## src/raster_cfg_pkg.sv

```systemverilog
// Fixed sizes for the tile rasterizer front end.
// The tile side is 1 << TILE_LOGSIZE pixels.
// The edge pipeline needs EDGE_LATENCY >= 2 (one multiply and one add stage).
// PENDING_BITS covers the edge pipeline plus the single output register.

`default_nettype none

package raster_cfg_pkg;

    ////////////////////////////////////////////////////////////////////////////
    // data widths

    localparam int DIM_BITS  = 16;  // pixel coordinate
    localparam int PID_BITS  = 8;
    localparam int DATA_BITS = 32;  // signed edge value

    ////////////////////////////////////////////////////////////////////////////
    // tile and pipeline

    localparam int TILE_LOGSIZE = 5;
    localparam int TILE_SIZE    = 1 << TILE_LOGSIZE;
    localparam int EDGE_LATENCY = 3;

    // in flight: every pipeline stage plus the output register
    localparam int PENDING_BITS = $clog2(EDGE_LATENCY + 2);

    ////////////////////////////////////////////////////////////////////////////
    // configuration registers

    localparam int DCR_ADDR_BITS = 4;
    localparam int DCR_DATA_BITS = 32;

    localparam logic [DCR_ADDR_BITS-1:0] DCR_DST_XMIN = 'd0;
    localparam logic [DCR_ADDR_BITS-1:0] DCR_DST_XMAX = 'd1;
    localparam logic [DCR_ADDR_BITS-1:0] DCR_DST_YMIN = 'd2;
    localparam logic [DCR_ADDR_BITS-1:0] DCR_DST_YMAX = 'd3;

endpackage

`default_nettype wire

```

## src/raster_types_pkg.sv

```systemverilog
// Types shared by the rasterizer front end and its testbench.
// Edge values are signed two's complement and wrap at DATA_BITS.
// Coordinates are unsigned pixel positions of the tile origin.

`default_nettype none

package raster_types_pkg;

    import raster_cfg_pkg::*;

    typedef logic [DIM_BITS-1:0]         dim_t;
    typedef logic [PID_BITS-1:0]         pid_t;
    typedef logic signed [DATA_BITS-1:0] edge_val_t;

    typedef logic [DCR_ADDR_BITS-1:0] dcr_addr_t;
    typedef logic [DCR_DATA_BITS-1:0] dcr_data_t;

    // edge function e(x, y) = a*x + b*y + c
    typedef struct packed {
        edge_val_t a;
        edge_val_t b;
        edge_val_t c;
    } edge_t;

    typedef edge_t [2:0] edges_t;

    typedef struct packed {
        dim_t   xloc;   // tile origin
        dim_t   yloc;
        pid_t   pid;
        edges_t edges;
    } prim_t;

    typedef edge_val_t [2:0] extents_t;

    // edge pipeline result
    typedef struct packed {
        prim_t           prim;
        extents_t        extents;
        edge_val_t [2:0] evals;  // e(xloc, yloc) per edge
    } eval_t;

    typedef struct packed {
        dim_t xmin;
        dim_t xmax;
        dim_t ymin;
        dim_t ymax;
    } scissor_t;

    typedef struct packed {
        logic   done;
        dim_t   xloc;
        dim_t   yloc;
        pid_t   pid;
        edges_t edges;  // c holds the value at the tile origin
    } tile_out_t;

endpackage

`default_nettype wire

```

## src/raster_dcr.sv

```systemverilog
// Write-only configuration registers for the scissor rectangle.
// Only the low DIM_BITS of the write data are kept; unknown addresses are ignored.
// A write is visible on scissor one cycle after the strobe.
// Reset opens the scissor to the full coordinate range.

`timescale 1ns/1ps
`default_nettype none

module raster_dcr import raster_cfg_pkg::*; import raster_types_pkg::*; (
    input  logic      clk,
    input  logic      reset,

    input  logic      dcr_write_valid,
    input  dcr_addr_t dcr_write_addr,
    input  dcr_data_t dcr_write_data,

    output scissor_t  scissor
);

    dim_t wr_value;

    assign wr_value = dcr_write_data[DIM_BITS-1:0];

    always_ff @(posedge clk) begin
        if (reset) begin
            scissor.xmin <= '0;
            scissor.xmax <= '1;
            scissor.ymin <= '0;
            scissor.ymax <= '1;
        end else if (dcr_write_valid) begin
            case (dcr_write_addr)
                DCR_DST_XMIN: scissor.xmin <= wr_value;
                DCR_DST_XMAX: scissor.xmax <= wr_value;
                DCR_DST_YMIN: scissor.ymin <= wr_value;
                DCR_DST_YMAX: scissor.ymax <= wr_value;
                default: ;  // unmapped
            endcase
        end
    end

    // a write with an undefined address would leave the rectangle unknown
    a_dcr_addr_known: assert property (
        @(posedge clk) disable iff (reset)
        dcr_write_valid |-> !$isunknown(dcr_write_addr)
    ) else $error("dcr write with unknown address");

endmodule

`default_nettype wire

```

## config.mk

```make
export PLATFORM = sky130hd
export DESIGN_NAME = raster_dcr
export DESIGN_NICKNAME = d
export VERILOG_FILES = /design/src/raster_cfg_pkg.sv /design/src/raster_types_pkg.sv /design/src/raster_dcr.sv
export SDC_FILE = /design/constraint.sdc
export NUM_CORES = 1
export LEC_CHECK = 0
export BUFFER_PORTS_ARGS = -buffer_cell sky130_fd_sc_hd__buf_2
export CORE_ASPECT_RATIO = 0.5
export CORE_MARGIN = 2
export CORE_UTILIZATION = 48
export CTS_CLUSTER_SIZE = 24
export DETAILED_ROUTE_END_ITERATION = 10
export GPL_TIMING_DRIVEN = 0
export PLACE_DENSITY = 0.79
export SLEW_MARGIN = 20
export SYNTH_ARGS = -nofsm -noshare
export SYNTH_HDL_FRONTEND = slang
export SYNTH_SLANG_ARGS = --single-unit
export TNS_END_PERCENT = 10
```

## constraint.sdc

```tcl
create_clock -name clk -period 1.5 [get_ports clk]
set_input_delay 0.3 -clock clk [delete_from_list [all_inputs] [get_ports clk]]
set_output_delay 0.3 -clock clk [all_outputs]
set_load 0.005 [all_outputs]
```

== After elaboration in Yosys (flattened, before gate mapping) ==
Index checks and enable logic that the tools add are counted.

* Flip-flop bits (word level): 64
* Logic and storage cells: 12
* Output and inout port bits: 64
* Bits of input ports: 39

* Eq/ne operators: 3
* Reduce and logical (&&, ||, !) cells: 5

{| class="wikitable"
|+ Operators by type and width
! kind !! count
|-
| equality test 4 x 2 -> 1 bit, second input constant || 2
|-
| AND reduction 2 bit || 4
|-
| equality test 4 x 1 -> 1 bit, second input constant || 1
|-
| logical NOT 4 bit || 1
|}

== Logic depth before layout (Yosys ltp) ==
* Word-level depth: 2
* Mapped depth: 5
* Mapped depth without buffers: 3

== Worst setup path after synthesis ==
Ideal clock, no wire load.

* Kind: input-to-reg
* From: in dcr_write_addr[3]
* To: reg scissor[37] (netlist bit)
* Setup time: 72 ps
* Buffers on the path: 2
* Cell stages on the path: 5
* Arrival: 1,100 ps
* Path slack: 328 ps
* Cell sequence: nor2_2 and4b_1 buf_6 buf_8 mux2i_1

* Word-level cells in the longest chain between the ends: 2

{| class="wikitable"
|+ Ends and longest elaborated chain
! element !! RTL line !! RTL
|-
| start: declaration || raster_dcr.sv:14 || <nowiki>input dcr_addr_t dcr_write_addr,</nowiki>
|-
| equality test 4 x 1 -> 1 bit || raster_dcr.sv:31 || <nowiki>case (dcr_write_addr)</nowiki>
|-
| AND reduction 2 bit (no source line) || n/a ||
|-
| end: declaration || raster_dcr.sv:17 || <nowiki>output scissor_t scissor</nowiki>
|}

No other way between the ends.
A chain may end at the register's enable or synchronous reset.

== Worst setup path in the final report ==
* From: reg scissor[13] (netlist bit)
* To: out scissor[13] (netlist bit)

No word-level cell between the ends.

==> flow_summary.toml <==
[synthesis]
synth.distinct_cells = 16
netlist_instances = 248
syn_nets = 287
ys_seq_elements = 64
synth-seq-area-share = 0.4930
yosys_warnings = 0
netlist_area_mm2 = 0.002599
syn_area_per_cell_um2 = 10.48

[timing]
setup_ws_ns = 0.3746
post-route-period-util = 0.7502
hold_viol = 0
setup_tns_ns = 0
rsz0062_at_grt = "no"
max_slew.worst_pin.slew_ns = 0.4789
period_minus_slack_ns = 1.125
skew_ns = 0
drv_slew = 0
fmax_mhz = 888.6
max_slew_margin = 0.6807
setup_viol = 0

[floorplan]
die-width_um = 108.1
start_util = 0.5128
fp.coreArea_mm2 = 0.005067
fp.dieH_um = 56.03
die-area_mm2 = 0.006055
io_pins = 103
rows = 18

[route]
drc_errors = 0
final_antenna_net_count = 0
dr.pass1.iters = 4
dr.first_iter.drc_count = 56
wl_um = 6138
num_vias = 2041
wl_per_cell_um = 14.68
vias_per_cell = 4.883

[clock_network]
clockBufferDepth = 2
post_cts_hold_buffer_count = 0
clkLatencyLatePin_ns = 0.34
cts_resized = 0
cts_made_buffers = 9
clkTransAtPathRegs_ns = 0.07
cts_tree = "yes"
htreeDepth = 3
cts_root_buf = "clkbuf_8"
cts_setup_buffers = 0
clock-sinks = 64

[global_routing]
grt_pass1_vias = 1951
grt_usage = 0.2146
grt_antenna_before_repair = 0
grt_remaining_overflow = 0
grt_pass1_wl_um = 9777
grt_max_degree = 11

[setup_path]
path_depth = 1
critical_path.max_fanout = 2
crit_family = "flip-flops"
worst_ep_arrival_time_ns = 0.83
end_kind = "output port"
crit_chain = "buf_2"
path_class = "register to output port"
path_buf_inv = 1
worst_setup_path_start_kind = "register"
reg2reg_depth = 2
slowest_stage = "dfxtp_1"
cpPeakStageDelay_ns = 0.36
cp.required_ns = 1.20

[run]
max-cap-violations = 0

[layout]
stdcell_area_mm2 = 0.003298
nets = 383
synthToLayoutAreaGrowth_pct = 26.91
final_cell_mix = "88 x buf_2, 64 x mux2i_1, 64 x dfxtp_1, 49 x nand2b_1, 48 x nor2_1"
regMostFlops = "scissor"
final_common_cell = "buf_2"
top_regs = "scissor (64)"
drive_gt1_frac = 0.3218
largest_reg_flops = 64
stdcell_count = 418
diodes = 0

[power]
powerDensity_mw_per_mm2 = 1025
finalPower_uw = 3382
peakVddDrop_mv = 0.5932
power_leakage_uw = 0.001549

[placed_design]
dpl-instance-area_mm2 = 0.003112
place_ws_ns = 0.05375
post-dp-hpwl_um = 4714
gp_congestion = 0.7989
dp.cells = 403
port_buffers = 85

[min_path]
min_path_cells = 3
hold_class = "input port to register"

[outcome]
outcome = "completed"
-- Yosys cell counts, drive strengths merged --
master,number,share of area
dfxtp,64,0.49
and2b,1,0.0029
and4b,1,0.0039
nand2,1,0.0024
nand2b,49,0.12
nor4b,1,0.0091
and2,1,0.0024
nand4,1,0.0082
clkbuf,7,0.010
buf,9,0.032
mux2i,64,0.25
nor2,49,0.072
-- per-layer routing --
metal | track usage | share of wire | vias to the layer above | wire (µm)
li1 | - | - | 1006 | -
met1 | 0.2839 | 0.48 | 972 | 2957
met2 | 0.3181 | 0.44 | 50 | 2709
met3 | 0.08548 | 0.057 | 13 | 348
met4 | 0.07326 | 0.020 | 0 | 123
met5 | 0 | 0 | - | 0
-- logic make-up (layout without fill, tap and decap cells) --
logic type / after synthesis / count (layout) / synth area share
muxes: 64 / 64 / 0.2465
buffers and inverters: 16 / 116 / 0.04189
and+or+nand+nor: 104 / 104 / 0.2186
DFF: 64 / 64 / 0.4930
-- per-stage QoR --
step                        util  hold WS (ns)
after global placement    0.6141        0.4571
after detailed placement  0.6141        0.4586
after floorplan                -        0.4650
final                     0.6509        0.2551
after global routing      0.6509        0.2514
after CTS                 0.6509        0.2448
-- power breakdown --
part	total [µW]	internal [µW]	switching, µW	leakage, µW
clock	1420	795	624	0.0000989
combinational	230	102	127	0.000932
sequential	1730	1720	11.5	0.000518
total	3380	2620	763	0.00155
-- path summary, 6_finish.rpt --
| path | from | end | slack [ns] |
|---|---|---|---|
| worst max-delay path | scissor[13] | scissor[13] | 0.37 |
| worst min-delay path | dcr_write_data[8] | scissor[8] | 0.26 |
| worst max register to register | scissor[47] | scissor[47] | 0.85 |
| worst min register to register | scissor[49] | scissor[49] | 0.47 |
-- area by class of cell --
| cell class | count | area, µm² |
|---|---|---|
| Fill cell | 445 | 1769 |
| Sequential cell | 64 | 1281 |
| Multi-Input combinational cell | 168 | 1209 |
| Timing Repair Buffer | 85 | 425.4 |
| Clock buffer | 11 | 141.4 |
| Buffer | 16 | 108.9 |
| Tap cell | 70 | 87.58 |
| Clock inverter | 4 | 45.04 |
Power figures use the tool's default switching activity.
