===== src/raster_cfg_pkg.sv =====
// Fixed sizes for the tile rasterizer front end.
// The tile side is 1 << TILE_LOGSIZE pixels.
// The edge pipeline needs EDGE_LATENCY >= 2 (one multiply and one add stage).
// PENDING_BITS covers the edge pipeline plus the single output register.

`default_nettype none

package raster_cfg_pkg;

    ////////////////////////////////////////////////////////////////////////////
    // data widths

    localparam int DIM_BITS  = 16;  // pixel coordinate
    localparam int PID_BITS  = 8;
    localparam int DATA_BITS = 32;  // signed edge value

    ////////////////////////////////////////////////////////////////////////////
    // tile and pipeline

    localparam int TILE_LOGSIZE = 5;
    localparam int TILE_SIZE    = 1 << TILE_LOGSIZE;
    localparam int EDGE_LATENCY = 3;

    // in flight: every pipeline stage plus the output register
    localparam int PENDING_BITS = $clog2(EDGE_LATENCY + 2);

    ////////////////////////////////////////////////////////////////////////////
    // configuration registers

    localparam int DCR_ADDR_BITS = 4;
    localparam int DCR_DATA_BITS = 32;

    localparam logic [DCR_ADDR_BITS-1:0] DCR_DST_XMIN = 'd0;
    localparam logic [DCR_ADDR_BITS-1:0] DCR_DST_XMAX = 'd1;
    localparam logic [DCR_ADDR_BITS-1:0] DCR_DST_YMIN = 'd2;
    localparam logic [DCR_ADDR_BITS-1:0] DCR_DST_YMAX = 'd3;

endpackage

`default_nettype wire


===== src/raster_types_pkg.sv =====
// Types shared by the rasterizer front end and its testbench.
// Edge values are signed two's complement and wrap at DATA_BITS.
// Coordinates are unsigned pixel positions of the tile origin.

`default_nettype none

package raster_types_pkg;

    import raster_cfg_pkg::*;

    typedef logic [DIM_BITS-1:0]         dim_t;
    typedef logic [PID_BITS-1:0]         pid_t;
    typedef logic signed [DATA_BITS-1:0] edge_val_t;

    typedef logic [DCR_ADDR_BITS-1:0] dcr_addr_t;
    typedef logic [DCR_DATA_BITS-1:0] dcr_data_t;

    // edge function e(x, y) = a*x + b*y + c
    typedef struct packed {
        edge_val_t a;
        edge_val_t b;
        edge_val_t c;
    } edge_t;

    typedef edge_t [2:0] edges_t;

    typedef struct packed {
        dim_t   xloc;   // tile origin
        dim_t   yloc;
        pid_t   pid;
        edges_t edges;
    } prim_t;

    typedef edge_val_t [2:0] extents_t;

    // edge pipeline result
    typedef struct packed {
        prim_t           prim;
        extents_t        extents;
        edge_val_t [2:0] evals;  // e(xloc, yloc) per edge
    } eval_t;

    typedef struct packed {
        dim_t xmin;
        dim_t xmax;
        dim_t ymin;
        dim_t ymax;
    } scissor_t;

    typedef struct packed {
        logic   done;
        dim_t   xloc;
        dim_t   yloc;
        pid_t   pid;
        edges_t edges;  // c holds the value at the tile origin
    } tile_out_t;

endpackage

`default_nettype wire


===== src/raster_tile_cull.sv =====
// Tile rejection and the registered output stage.
// A tile is dropped when any edge value plus extent is negative or it misses the
// scissor; scissor compares are unsigned, the tile far edge is computed without wrap.
// The done record is a level taken from the done input while the register is
// empty. Only tile records follow the hold rule of the output stream.

`timescale 1ns/1ps
`default_nettype none

module raster_tile_cull import raster_cfg_pkg::*; import raster_types_pkg::*; (
    input  logic      clk,
    input  logic      reset,

    input  logic      eval_valid,
    input  eval_t     eval_data,
    output logic      cull_ready,

    input  scissor_t  scissor,
    input  logic      done,
    output logic      retire,

    output logic      out_valid,
    output tile_out_t out_tile,
    input  logic      out_ready
);

    logic            tile_valid;
    tile_out_t       tile_q;
    tile_out_t       tile_next;

    edge_val_t [2:0] reach;
    logic            edge_miss;
    logic            scissor_miss;
    logic [DIM_BITS:0] x_end;  // one bit wider, no wrap
    logic [DIM_BITS:0] y_end;

    logic keep;
    logic accept;
    logic send;
    logic drop;
    logic retire_owed;

    ////////////////////////////////////////////////////////////////////////////
    // rejection tests

    always_comb begin
        edge_miss = 1'b0;
        for (int i = 0; i < 3; i++) begin
            reach[i] = eval_data.evals[i] + eval_data.extents[i];
            if (reach[i] < 0) begin
                edge_miss = 1'b1;  // whole tile outside this edge
            end
        end
    end

    assign x_end = {1'b0, eval_data.prim.xloc} + (DIM_BITS+1)'(TILE_SIZE);
    assign y_end = {1'b0, eval_data.prim.yloc} + (DIM_BITS+1)'(TILE_SIZE);

    assign scissor_miss = (eval_data.prim.xloc >= scissor.xmax)
                       || (eval_data.prim.yloc >= scissor.ymax)
                       || (x_end <= {1'b0, scissor.xmin})
                       || (y_end <= {1'b0, scissor.ymin});

    assign keep = !edge_miss && !scissor_miss;

    ////////////////////////////////////////////////////////////////////////////
    // output register

    assign cull_ready = !tile_valid || out_ready;
    assign accept     = eval_valid && cull_ready;
    assign send       = tile_valid && out_ready;
    assign drop       = accept && !keep;

    always_comb begin
        tile_next.done = 1'b0;
        tile_next.xloc = eval_data.prim.xloc;
        tile_next.yloc = eval_data.prim.yloc;
        tile_next.pid  = eval_data.prim.pid;
        for (int i = 0; i < 3; i++) begin
            tile_next.edges[i].a = eval_data.prim.edges[i].a;
            tile_next.edges[i].b = eval_data.prim.edges[i].b;
            tile_next.edges[i].c = eval_data.evals[i];  // value at the origin
        end
    end

    always_ff @(posedge clk) begin
        if (reset) begin
            tile_valid <= 1'b0;
        end else if (cull_ready) begin
            tile_valid <= accept && keep;
        end
    end

    always_ff @(posedge clk) begin
        if (accept && keep) begin
            tile_q <= tile_next;
        end
    end

    // a drop and a send in one cycle give two retires; the second one
    // goes out next cycle, the register is empty then so no new send comes
    always_ff @(posedge clk) begin
        if (reset) begin
            retire_owed <= 1'b0;
        end else begin
            retire_owed <= (send && drop) || (retire_owed && (send || drop));
        end
    end

    assign retire = send || drop || retire_owed;

    always_comb begin
        out_tile      = '0;
        out_tile.done = done;
        if (tile_valid) begin
            out_tile = tile_q;
        end
    end

    assign out_valid = tile_valid || done;

    a_out_hold: assert property (
        @(posedge clk) disable iff (reset)
        tile_valid && !out_ready |=> out_valid && $stable(out_tile)
    ) else $error("output tile changed while held");

endmodule

`default_nettype wire


===== config.mk =====
export PLATFORM = sky130hd
export DESIGN_NAME = raster_tile_cull
export DESIGN_NICKNAME = d
export VERILOG_FILES = /design/src/raster_cfg_pkg.sv /design/src/raster_types_pkg.sv /design/src/raster_tile_cull.sv
export SDC_FILE = /design/constraint.sdc
export NUM_CORES = 1
export LEC_CHECK = 0
export BUFFER_PORTS_ARGS = -buffer_cell sky130_fd_sc_hd__buf_2
export CORE_AREA = 2 2 356 358
export CTS_CLUSTER_DIAMETER = 60
export CTS_CLUSTER_SIZE = 14
export DETAILED_ROUTE_END_ITERATION = 16
export DIE_AREA = 0 0 358 360
export HOLD_SLACK_MARGIN = 0.06
export SLEW_MARGIN = 20
export SYNTH_ARGS = -nofsm -noshare
export SYNTH_HDL_FRONTEND = slang
export SYNTH_SLANG_ARGS = --single-unit

===== constraint.sdc =====
create_clock -name clk -period 50 [get_ports clk]
set_input_delay 2.5 -clock clk [delete_from_list [all_inputs] [get_ports clk]]
set_output_delay 2.5 -clock clk [all_outputs]
set_load 0.005 [all_outputs]

; Word level (Yosys, flattened, before mapping)
; Index checks and enable logic that the tools add are counted.
[word_totals]
wordCells = 49
ff_bits = 330
inputBits = 589
[classes]
muxes = 4
reduce_logical = 19
n_addsub = 5
order_cmp = 7
[op_table]
columns = op, n
row1 = $mux 329, 1
row2 = $add 32x32->32, 3
row3 = $lt 32x1->1 const B, 3
row4 = $add 16x6->17 const B, 2
row5 = $le 17x16->1, 2
row6 = $ge 16x16->1, 2
row7 = $logic_or 1x1->1, 8
row8 = $logic_and 1x1->1, 7
row9 = $logic_not 1->1, 4
row10 = $mux 1, 3

; Longest topological paths before layout
; Gate-level depths: netlist (run 1).
[depth]
word_depth = 12
depth_mapped = 13
ltp_nobuf = 13

; Worst setup path after synthesis (run 1)
; No wires, ideal clock.
[synth_timing]
kind = input to register
startpoint = in eval_data[512] (netlist name)
endpoint = reg tile_q[0] (netlist name) (enable)
cell_stages = 12
slack_ns = 10.645
path_buffers = 0
setup_ns = 1.929
arrival_time_ns = 37.426
path_cell_list = and4_1 and3_4 nand4_1 xnor2_1 ha_1 nand3_1 nor3_1 o31ai_1 and3b_1 a21oi_1 nand4_1 nor4b_1
[synth_between]
elab_chain_cells = 7
elab_cells_between_ends = 9
cone_classes = add/sub: 1 / order compare: 2 / reduce/logical: 6
[synth_lines]
columns = element, line_no
row1 = "start, declared", raster_tile_cull.sv:15  ; input eval_t eval_data,
row2 = $add 16x6->17 / $ge 16x16->1 (equally long branches), "raster_tile_cull.sv:56, raster_tile_cull.sv:59"
row3 = $le 17x16->1 / $logic_or 1x1->1 (equally long branches), "raster_tile_cull.sv:61, raster_tile_cull.sv:60"
row4 = $logic_or 1x1->1 (*), raster_tile_cull.sv:61  ; || (x_end <= {1'b0, scissor.xmin})
row5 = $logic_or 1x1->1 (*), raster_tile_cull.sv:62  ; || (y_end <= {1'b0, scissor.ymin});
row6 = $logic_not 1->1 (*), raster_tile_cull.sv:64  ; assign keep = !edge_miss && !scissor_miss;
row7 = $logic_and 1x1->1 (*), raster_tile_cull.sv:64
row8 = $logic_and 1x1->1 (*), raster_tile_cull.sv:95  ; if (accept && keep) begin
row9 = "end signal, assigned", raster_tile_cull.sv:96  ; tile_q <= tile_next;
row10 = "end, declared", raster_tile_cull.sv:28  ; tile_out_t tile_q;
; Mark *: on every way between the ends. The rest lies on a longest branch, timed or not.
; A chain may end at the register's enable or synchronous reset.

; Worst setup path in the final report (run 1)
[layout_timing]
startpoint = in eval_data[512] (netlist name)
endpoint = out retire
[layout_between]
elab_chain_cells = 10
elab_cells_between_ends = 12
cone_classes = add/sub: 1 / order compare: 2 / reduce/logical: 9
[layout_lines]
columns = element, line_no
row1 = $add 16x6->17 / $ge 16x16->1 (equally long branches), "raster_tile_cull.sv:56, raster_tile_cull.sv:59"
row2 = $le 17x16->1 / $logic_or 1x1->1 (equally long branches), "raster_tile_cull.sv:61, raster_tile_cull.sv:60"
row3 = $logic_or 1x1->1 (*), raster_tile_cull.sv:61
row4 = $logic_or 1x1->1 (*), raster_tile_cull.sv:62
row5 = $logic_not 1->1 (*), raster_tile_cull.sv:64
row6 = $logic_and 1x1->1 (*), raster_tile_cull.sv:64
row7 = $logic_not 1->1 (*), raster_tile_cull.sv:72  ; assign drop = accept && !keep;
row8 = $logic_and 1x1->1 (*), raster_tile_cull.sv:72
row9 = $logic_or 1x1->1 (*) (2 in a row), raster_tile_cull.sv:110  ; assign retire = send || drop || retire_owed;
row10 = "end, declared", raster_tile_cull.sv:20  ; output logic retire,
; Marked as above.

==> results.toml, run 1 <==
[global_route]
grt_max_degree = 107
grt_pass1_vias = 13638
grt_util_all_layers_pct = 10.99
antenna_found_initial = 37
overflow = 0
grt_pass1_wl_mm = 99.11

[power_and_ir_drop]
power.leakage_nw = 10.78
ir_worst_vdd_mv = 0.02311
finalPower_mw = 0.7056
power_density_mw_per_mm2 = 29.48

[clock_network]
cts_tree = "built"
cts_setup_buffers = 0
cts-resized-gates = 0
clk_pin_slew_ns = 0.06
cts.sinks = 330
cts_inserted_buffers = 45
cts_hold_buf = 0
cts_root_buf = "clkbuf_16"
clk_latency_ns = 0.62
htreeDepth = 2
cts_buffer_depth = 3

[timing]
relSlewSlack_pct = 31.02
max_slew.worst_pin.slew_ns = 1.028
finalSetupViolCount = 0
finalHoldViolCount = 0
period_needed_ns = 8.161
skew_ns = 0.03858
rsz0062_at_grt = "false"
period_share_pct = 16.32
drv_slew = 0
fmax_ghz = 0.1225
finalSetupTns_ns = 0

[drt]
avgViaCountPerCell = 3.483
drc = 0
antenna_left = 0
num_vias = 13143
wirelength_mm = 74.33
first_pass_iters = 4
wl_per_cell_um = 19.70
drt_iter0_drc = 565

[final_layout]
layout_commonest_cell = "buf_2"
final_cell_mix = "buf_2 (825), and2_1 (328), edfxtp_1 (328)"
layout.nets = 2823
drive_gt1_share_pct = 43.54
fill_cells = 13761
syn_to_final_growth_pct = 47.76

[die]
rows = 130
die_height_um = 360
initial_core_util_pct = 12.97
die_area_mm2 = 0.1289
io_pins = 921
coreArea_mm2 = 0.1249
die_width_um = 358

[critical_path]
required_ns = 47.50
r2r_cells = 5
path_cells = "buf_2 -> and4_1 -> and3_4 -> nand4_1 -> xnor2_1 -> ha_1 -> nand3_1 -> nor3_1 -> o31ai_1 -> and3b_1 -> a211oi_2 -> and4_1 -> nand3_1 -> a221o_1 -> buf_2"
r2r_slack_ns = 46.21
path_delay_family = "simple AND/OR/NAND/NOR gates"
reg2reg_to = "tile_q[21]"
critical_path_class = "primary input to output pin"
cp-end-kind = "output pin"
path_max_fanout = 7
reg2reg_from = "tile_valid"
crit_slowest_cell = "nor3_1"
cp_num_buf_inv = 2
slowest_delay_ns = 0.40
crit_path_start_kind = "primary input"
arrival_ns = 5.66

[worst_hold_path]
hold_class = "register to register"
hold_path_depth = 2
min_from = "retire_owed"
min_to = "retire_owed"

[synth]
ys_warn_count = 0
async_flop_share_pct = 0
ys.flop_type = "edfxtp_1"
synth_edf_count = 328
syn_area_mm2 = 0.01620
synth_area_leaders = "edfxtp_1 (61%), and2_1 (13%), ha_1 (12%)"
ys_ff_latch = 330
synth_top_area_share_pct = 60.80
syn_nets = 1978
synth_cell_types = 54
avgSynthCellArea_um2 = 13.14
synth-seq-area-share_pct = 61.04
yosys.area.top_type = "edfxtp_1"
syn_inst = 1233

[run_status]
status = "finished, final reports clean"

[placed_design]
dpl.hpwl_mm = 61.68
place_congestion = 0.8878
portBuffers = 824

[job]
drv_cap = 0
registers in the layout (all words and copies together) (netlist names):
register and count:
retire_owed 1, tile_valid 1, tile_q 328
cell usage after synthesis (all sizes together) (3+ instances only):
cell type	instances
nand4	33
xor2	5
xnor2	16
edfxtp	328
o21ai	20
a221oi	3
nor4	6
nor2	14
a211oi	9
and4	7
nand2b	6
nor2b	3
nor3	6
inv	69
nand2	32
a21oi	53
a31oi	3
a21o	22
and3	8
o211ai	4
ha	156
and2	328
clkbuf	39
o21a	5
nand3	26
or3	3
routing by layer:
metal  vias up  track usage [%]  share of wire (%)
li1       6183                -                  -
met1      6211            12.30                 39
met2       588            18.19                 46
met3       131            4.471                 10
met4        30            4.890                4.2
met5         -                0               0.25
final cells by class:
type / count / area (um^2) / area share (%)
Sequential cell: 330 / 9893 / 41.33
Multi-Input combinational cell: 795 / 5918 / 24.72
Timing Repair Buffer: 837 / 4219 / 17.62
Tap cell: 1650 / 2064 / 8.624
Clock buffer: 46 / 1130 / 4.720
Clock inverter: 36 / 429.2 / 1.793
Inverter: 69 / 259.0 / 1.082
Antenna cell: 10 / 25.02 / 0.1045
kinds of logic after synthesis:
group | count (synthesis) | synth area share [%]
AO/OA/AOI/OAI | 133 | 5.159
multiplexers | 2 | 0.1313
XOR/XNOR | 21 | 1.135
flip-flops | 330 | 61.04
buffers and inverters | 108 | 2.502
adder cells (fa/ha/maj) | 156 | 12.05
AND/OR/NAND/NOR | 483 | 17.98
power breakdown:
part	total [mW]	internal, mW	switching (mW)
registers	0.308	0.307	0.000735
logic	0.0629	0.0289	0.0340
clock network	0.335	0.188	0.147
total	0.706	0.524	0.182
metrics by stage:
stage	hold WS, ns	setup slack (ns)	area (um^2)	instances	util (%)
after floorplan	0.4635	10.65	16200	1233	-
after global placement	0.4741	41.62	22350	3680	17.89
after detailed placement	0.4858	41.60	22350	3681	17.89
after CTS	0.4931	41.70	23910	3763	19.14
after global routing	0.5107	41.51	23920	3766	19.15
final	0.4967	41.84	23940	3773	19.16
worst max-delay path by stage:
stage / startpoint / end / slack (ns) / depth (start not counted)
4_1_cts: eval_data[509] / retire / 41.70 / 14
3_3_place_gp: eval_data[94] / tile_q[27] / 41.62 / 13
5_1_grt: eval_data[512] / retire / 41.51 / 15
6_report: eval_data[512] / retire / 41.84 / 15
3_5_place_dp: eval_data[94] / tile_q[18] / 41.60 / 13
2_1_floorplan: eval_data[512] / tile_q[0] / 10.65 / 12
worst reg2reg max path: stages (launching register included):
cell	delay (ns)
dfxtp_4	0.45
nand2b_1	0.21
nor4b_2	0.36
buf_4	0.57
buf_4	0.87
buf_4	0.88
(Power assumes the default switching activity.)
==> run 2, diff against run 1 <==
- ABC_AREA: default -> 1
- CORE_AREA: 2 2 356 358 -> 2 2 360 362
- DIE_AREA: 0 0 358 360 -> 0 0 362 364
- clock period: 50 -> 7.5 ns (I/O delays scaled with it)
==> run 2 against run 1 <==
Non-clock buffer count grew 331; via count rose by 23%; worst setup slack worse by 39 ns; register-to-register slack lost 41 ns; combinational power grew to 9.3 times the previous value; clock skew is 0.0059 ns lower; count of clock-buffer cells in the layout shrank 1; first-iteration DRC count is 60% higher; largest power group unchanged.
==> results.toml, run 2 <==
[run_status]
status = "finished, final reports clean"

[clock_network]
cts_root_buf = "clkbuf_16"
htreeDepth = 2
cts_buffer_depth = 3
cts_tree = "built"
cts.sinks = 330
cts_inserted_buffers = 45
clk_pin_slew_ns = 0.06
cts-resized-gates = 0
cts_setup_buffers = 0
clk_latency_ns = 0.64

[synth]
ys_warn_count = 0
synth_area_leaders = "edfxtp_1 (58%), nand2_1 (12%), ha_1 (12%)"
synth-seq-area-share_pct = 58.37
yosys.area.top_type = "edfxtp_1"
synth_cell_types = 31
avgSynthCellArea_um2 = 9.710
syn_area_mm2 = 0.01694
yosysMostFrequentCell = "nand2_1"
syn_inst = 1745
synth_top_area_share_pct = 58.13
async_flop_share_pct = 0
synth.top_cells.by_count = "nand2_1 (534), inv_1 (464), edfxtp_1 (328), ha_1 (156), nor2_1 (68)"
ys_ff_latch = 330
syn_nets = 2490
synth_edf_count = 328
ys.flop_type = "edfxtp_1"

[power_and_ir_drop]
finalPower_mw = 4.882
power_density_mw_per_mm2 = 173.7
ir_worst_vdd_mv = 0.1699
p_sw_mw = 1.289
swShare_pct = 26.41
power.leakage_nw = 15.33
pwr-share-comb_pct = 12.0
seqPwrFrac_pct = 41.8
clkPwrFrac_pct = 46.2
p_int_mw = 3.593

[final_layout]
largest_reg_flops = 328
fin_util_pct = 21.90
reg_top3 = "tile_q: 328 flops, retire_owed: 1 flops, tile_valid: 1 flops"
final_cell_mix = "buf_2 (824), nand2_1 (534), inv_1 (464)"
layout.nets = 3668
top_register = "tile_q"
syn_to_final_growth_pct = 65.89
drive_gt1_share_pct = 31.39
stdcell_area_mm2 = 0.02811
layout_commonest_cell = "buf_2"

[drt]
wirelength_mm = 77.97
avgViaCountPerCell = 3.477
wl_per_cell_um = 16.80
first_pass_iters = 7
drt_iter0_drc = 904
drc = 0
antenna_left = 0
num_vias = 16134

[global_route]
antenna_found_initial = 35
grt_max_degree = 150
overflow = 0
grt_pass1_vias = 16262
grt_pass1_wl_mm = 107.0
grt_util_all_layers_pct = 11.23

[timing]
rsz0062_at_grt = "false"
relSlewSlack_pct = 32.86
finalSetupTns_ns = 0
max_slew.worst_pin.slew_ns = 1.003
period_share_pct = 61.07
finalHoldViolCount = 0
skew_ns = 0.03269
finalSetupViolCount = 0
period_needed_ns = 4.580
drv_slew = 0
fmax_ghz = 0.2183

[critical_path]
r2r_slack_ns = 4.99
cp_num_buf_inv = 3
critPathMostFrequentCell = "nor2_1"
path_max_fanout = 111
arrival_ns = 4.82
crit_path_start_kind = "primary input"
critical_path_class = "primary input to register"
required_ns = 7.74
reg2reg_from = "tile_valid"
slowest_delay_ns = 0.80
reg2reg_to = "tile_q[178]"
path_delay_family = "simple AND/OR/NAND/NOR gates"
cp-end-kind = "register"
r2r_cells = 6
crit_slowest_cell = "nor2_1"
path_cells = "dlygate4sd3_1 -> buf_2 -> ha_1 -> nand2_1 -> nor2_1 -> nand4_1 -> a21oi_1 -> nor2_1 -> nand3_1 -> nand2_1 -> nor2_1 -> nand3_2 -> nor2_4 -> buf_12"

[placed_design]
placed_area_mm2 = 0.02321
place_congestion = 0.8789
dpl.hpwl_mm = 61.06
portBuffers = 824

[die]
rows = 132
die_height_um = 364
coreArea_mm2 = 0.1283
die_width_um = 362
io_pins = 921
initial_core_util_pct = 13.20
die_area_mm2 = 0.1318

[worst_hold_path]
hold_path_depth = 1
min_from = "eval_data[516]"
hold_class = "primary input to register"
min_to = "tile_q[324]"

[job]
drv_cap = 0
## run 2: cell type report
class                      instances  area [um^2]
sequential                       330         9893
multi-input combinational        914         5179
timing repair buffer            1168         7607
antenna                            9        22.52
clock inverter                    35        442.9
tap                             1675         2096
clock buffer                      45         1126
fill                           13872       100200
inverter                         464         1742
## run 2: cell families after synthesis
| logic type | Yosys count | share of synthesized area (%) |
|---|---|---|
| flops | 330 | 58.37 |
| buf+inv | 501 | 11.10 |
| xor+xnor | 19 | 0.9821 |
| simple gates | 652 | 15.20 |
| compound gates | 87 | 2.836 |
| fa+ha+maj | 156 | 11.52 |
## run 2: how the worst max path moves through the flow
stage | depth (start not counted) | end | slack, ns | startpoint
2_1_floorplan | 16 | tile_q[0] | 0.04 | eval_data[509]
3_3_place_gp | 13 | tile_q[180] | 2.74 | eval_data[60]
3_5_place_dp | 13 | tile_q[118] | 2.76 | eval_data[60]
4_1_cts | 14 | tile_q[157] | 2.88 | eval_data[60]
5_1_grt | 14 | tile_q[178] | 2.66 | eval_data[60]
6_report | 14 | tile_q[178] | 2.92 | eval_data[60]
## run 2: power by group through the flow
stage | sequential (mW) | clock, mW | combinational (mW)
2_1_floorplan | 2.08 | 0 | 0.182
3_5_place_dp | 2.08 | 0 | 0.446
5_1_grt | 2.04 | 2.39 | 0.657
6_report | 2.04 | 2.26 | 0.586
3_3_place_gp | 2.08 | 0 | 0.434
4_1_cts | 2.04 | 2.34 | 0.594
## run 2: through the flow
stage               worst slack, ns  hold WS, ns  cells
global route                  2.659      0.09090   4636
floorplan                   0.04489       0.4419   1745
global placement              2.738       0.5080   4221
detailed placement            2.760       0.5158   4221
CTS                           2.884      0.07576   4631
finish                        2.920       0.1410   4640
## run 2: per-layer routing
| layer | wire length, um | vias to the layer above | track usage (%) |
|---|---|---|---|
| met5 | 98 | - | 0 |
| met4 | 3287 | 16 | 5.302 |
| met3 | 5477 | 151 | 2.799 |
| met2 | 36840 | 661 | 18.92 |
| met1 | 32270 | 7526 | 13.37 |
| li1 | - | 7780 | - |
## run 2: repair_timing
action	CTS	global route
setup endpoints to repair	0	0
hold endpoints to repair	329	0
hold buffers	330	0
==> run 3, diff against run 2 <==
- clock period: 7.5 -> 4 ns (I/O delays scaled with it)
==> run 3 against run 2 <==
Die area unchanged; count of clock-buffer cells in the layout increased by 3; sequential power rose by 88%; non-clock buffer count up 14; first-iteration DRC count decreased by 1.3%; worst setup slack worse by 2.7 ns; critical path type unchanged; critical endpoint is now tile_valid; largest power group unchanged; highest routed layer unchanged.
==> results.toml, run 3 (synthesis results as in run 2) <==
[final_layout]
top_register = "tile_q"
largest_reg_flops = 328
reg_top3 = "tile_q: 328 flops, retire_owed: 1 flops, tile_valid: 1 flops"
layout.nets = 3683
final_cell_mix = "buf_2 (824), nand2_1 (533), inv_1 (463)"
syn_to_final_growth_pct = 67.14
fill_cells = 13753
drive_gt1_share_pct = 31.94
layout_commonest_cell = "buf_2"

[timing]
finalSetupViolCount = 0
finalHoldViolCount = 0
period_needed_ns = 3.735
drv_slew = 0
rsz0062_at_grt = "false"
period_share_pct = 93.37
whs_ns = 0.1917
max_slew.worst_pin.slew_ns = 0.6849
fin_ws_ns = 0.2652
relSlewSlack_pct = 54.34
skew_ns = 0.01927
fmax_ghz = 0.2677

[drt]
wl_per_cell_um = 16.04
wirelength_mm = 74.70
antenna_left = 0
drt_iter0_drc = 892
num_vias = 16178
avgViaCountPerCell = 3.475
first_pass_iters = 5
drc = 0

[critical_path]
r2r_cells = 10
reg2reg_from = "tile_valid"
required_ns = 4.55
reg2reg_to = "tile_valid"
crit_path_start_kind = "primary input"
path_max_fanout = 35
arrival_ns = 4.29
critical_path_class = "primary input to register"
cp-end-kind = "register"
startpoint = "eval_data[493]"
endpoint = "tile_valid"
r2r_slack_ns = 1.64

[job]
drv_cap = 0

[worst_hold_path]
min_from = "eval_valid"
hold_class = "primary input to register"

[clock_network]
htreeDepth = 2
cts_tree = "built"
cts_root_buf = "clkbuf_16"
clk_latency_ns = 0.61
cts.sinks = 330
cts_setup_buffers = 0
clk_pin_slew_ns = 0.05
cts_inserted_buffers = 46
cts_buffer_depth = 3

[run_status]
status = "finished, final reports clean"

[power_and_ir_drop]
power.leakage_nw = 15.43
clkPwrFrac_pct = 46.7
swShare_pct = 25.92
seqPwrFrac_pct = 41.4
p_sw_mw = 2.398
ir_worst_vdd_mv = 0.3441
power_density_mw_per_mm2 = 326.7
p_int_mw = 6.854
pwr-share-comb_pct = 12.0

[placed_design]
dpl.hpwl_mm = 58.27
pre_cts_ws_ns = 0.3237
place_congestion = 0.8670
portBuffers = 824

[global_route]
grt_max_degree = 126
grt_pass1_wl_mm = 103.3
antenna_found_initial = 28
grt_util_all_layers_pct = 10.71
grt_pass1_vias = 16564
overflow = 0

[die]
die_height_um = 364
die_area_mm2 = 0.1318
coreArea_mm2 = 0.1283
die_width_um = 362
initial_core_util_pct = 13.20
io_pins = 921
rows = 132
[run 3: worst min path at each step]
stage                             end  slack, ns  cells past startpoint
after detailed placement   tile_valid       0.37                      2
after global placement     tile_valid       0.37                      2
final                     retire_owed       0.19                      7
after floorplan            tile_valid       0.26                      1
after CTS                 retire_owed       0.12                      7
after global routing      retire_owed       0.20                      7
[run 3: area by class of cell]
type	count	area, um^2	share of cell area [%]
Clock inverter	36	447.9	1.582
Timing Repair Buffer	1182	7752	27.37
Antenna cell	7	17.52	0.06185
Sequential cell	330	9893	34.93
Multi-Input combinational cell	914	5213	18.41
Clock buffer	48	1159	4.091
Inverter	464	1742	6.150
Tap cell	1675	2096	7.400
[run 3: power by group through the flow]
stage / sequential, mW / combinational, mW / clock, mW
6_report: 3.83 / 1.11 / 4.32
4_1_cts: 3.83 / 1.11 / 4.49
2_1_floorplan: 3.90 / 0.344 / 0
5_1_grt: 3.83 / 1.23 / 4.59
3_5_place_dp: 3.90 / 0.840 / 0
3_3_place_gp: 3.90 / 0.819 / 0
[run 3: through the flow]
step	setup TNS (ns)	cells	cell area, um^2	total power [mW]	utilization [%]
4_1_cts	0	4649	28300	9.425	22.05
3_3_place_gp	0	4234	23380	4.718	18.22
3_5_place_dp	0	4234	23380	4.741	18.22
6_report	0	4656	28320	9.252	22.07
5_1_grt	0	4654	28310	9.651	22.06
2_1_floorplan	-1062.30	1745	16980	4.248	-
[run 3: critical path, cell delays in order]
cell and delay (ns):
dlygate4sd3_1 0.53, buf_2 0.20, ha_1 0.21, nand2_1 0.11
nor2_1 0.17, a31oi_1 0.12, or2_2 0.29, inv_1 0.06
ha_1 0.22, nand2_1 0.09, nor2_1 0.05, nand2_1 0.06
nor2_1 0.04, nand4_1 0.11, nand2_1 0.08, nor2_2 0.07
nand3_1 0.09, nor2_2 0.13, nand3_2 0.12, nor2_4 0.21
buf_12 0.24, buf_4 0.21, nor2_2 0.05, nor2_2 0.09
dlygate4sd3_1 0.54
[run 3: layer usage]
layer  vias to the layer above  global-route usage [%]  wire, um
met2                       690                   17.70     34690
li1                       7826                       -         -
met1                      7501                   12.30     29680
met5                         -                       0       126
met3                       141                   3.804      7070
met4                        20                   5.163      3132
[run 3: what timing repair did]
| item | in CTS | in global routing |
|---|---|---|
| hold buffers | 331 | 0 |
| gates resized for setup | 0 | 1 |
| setup endpoints to repair | 0 | 1 |
| hold endpoints to repair | 330 | 0 |
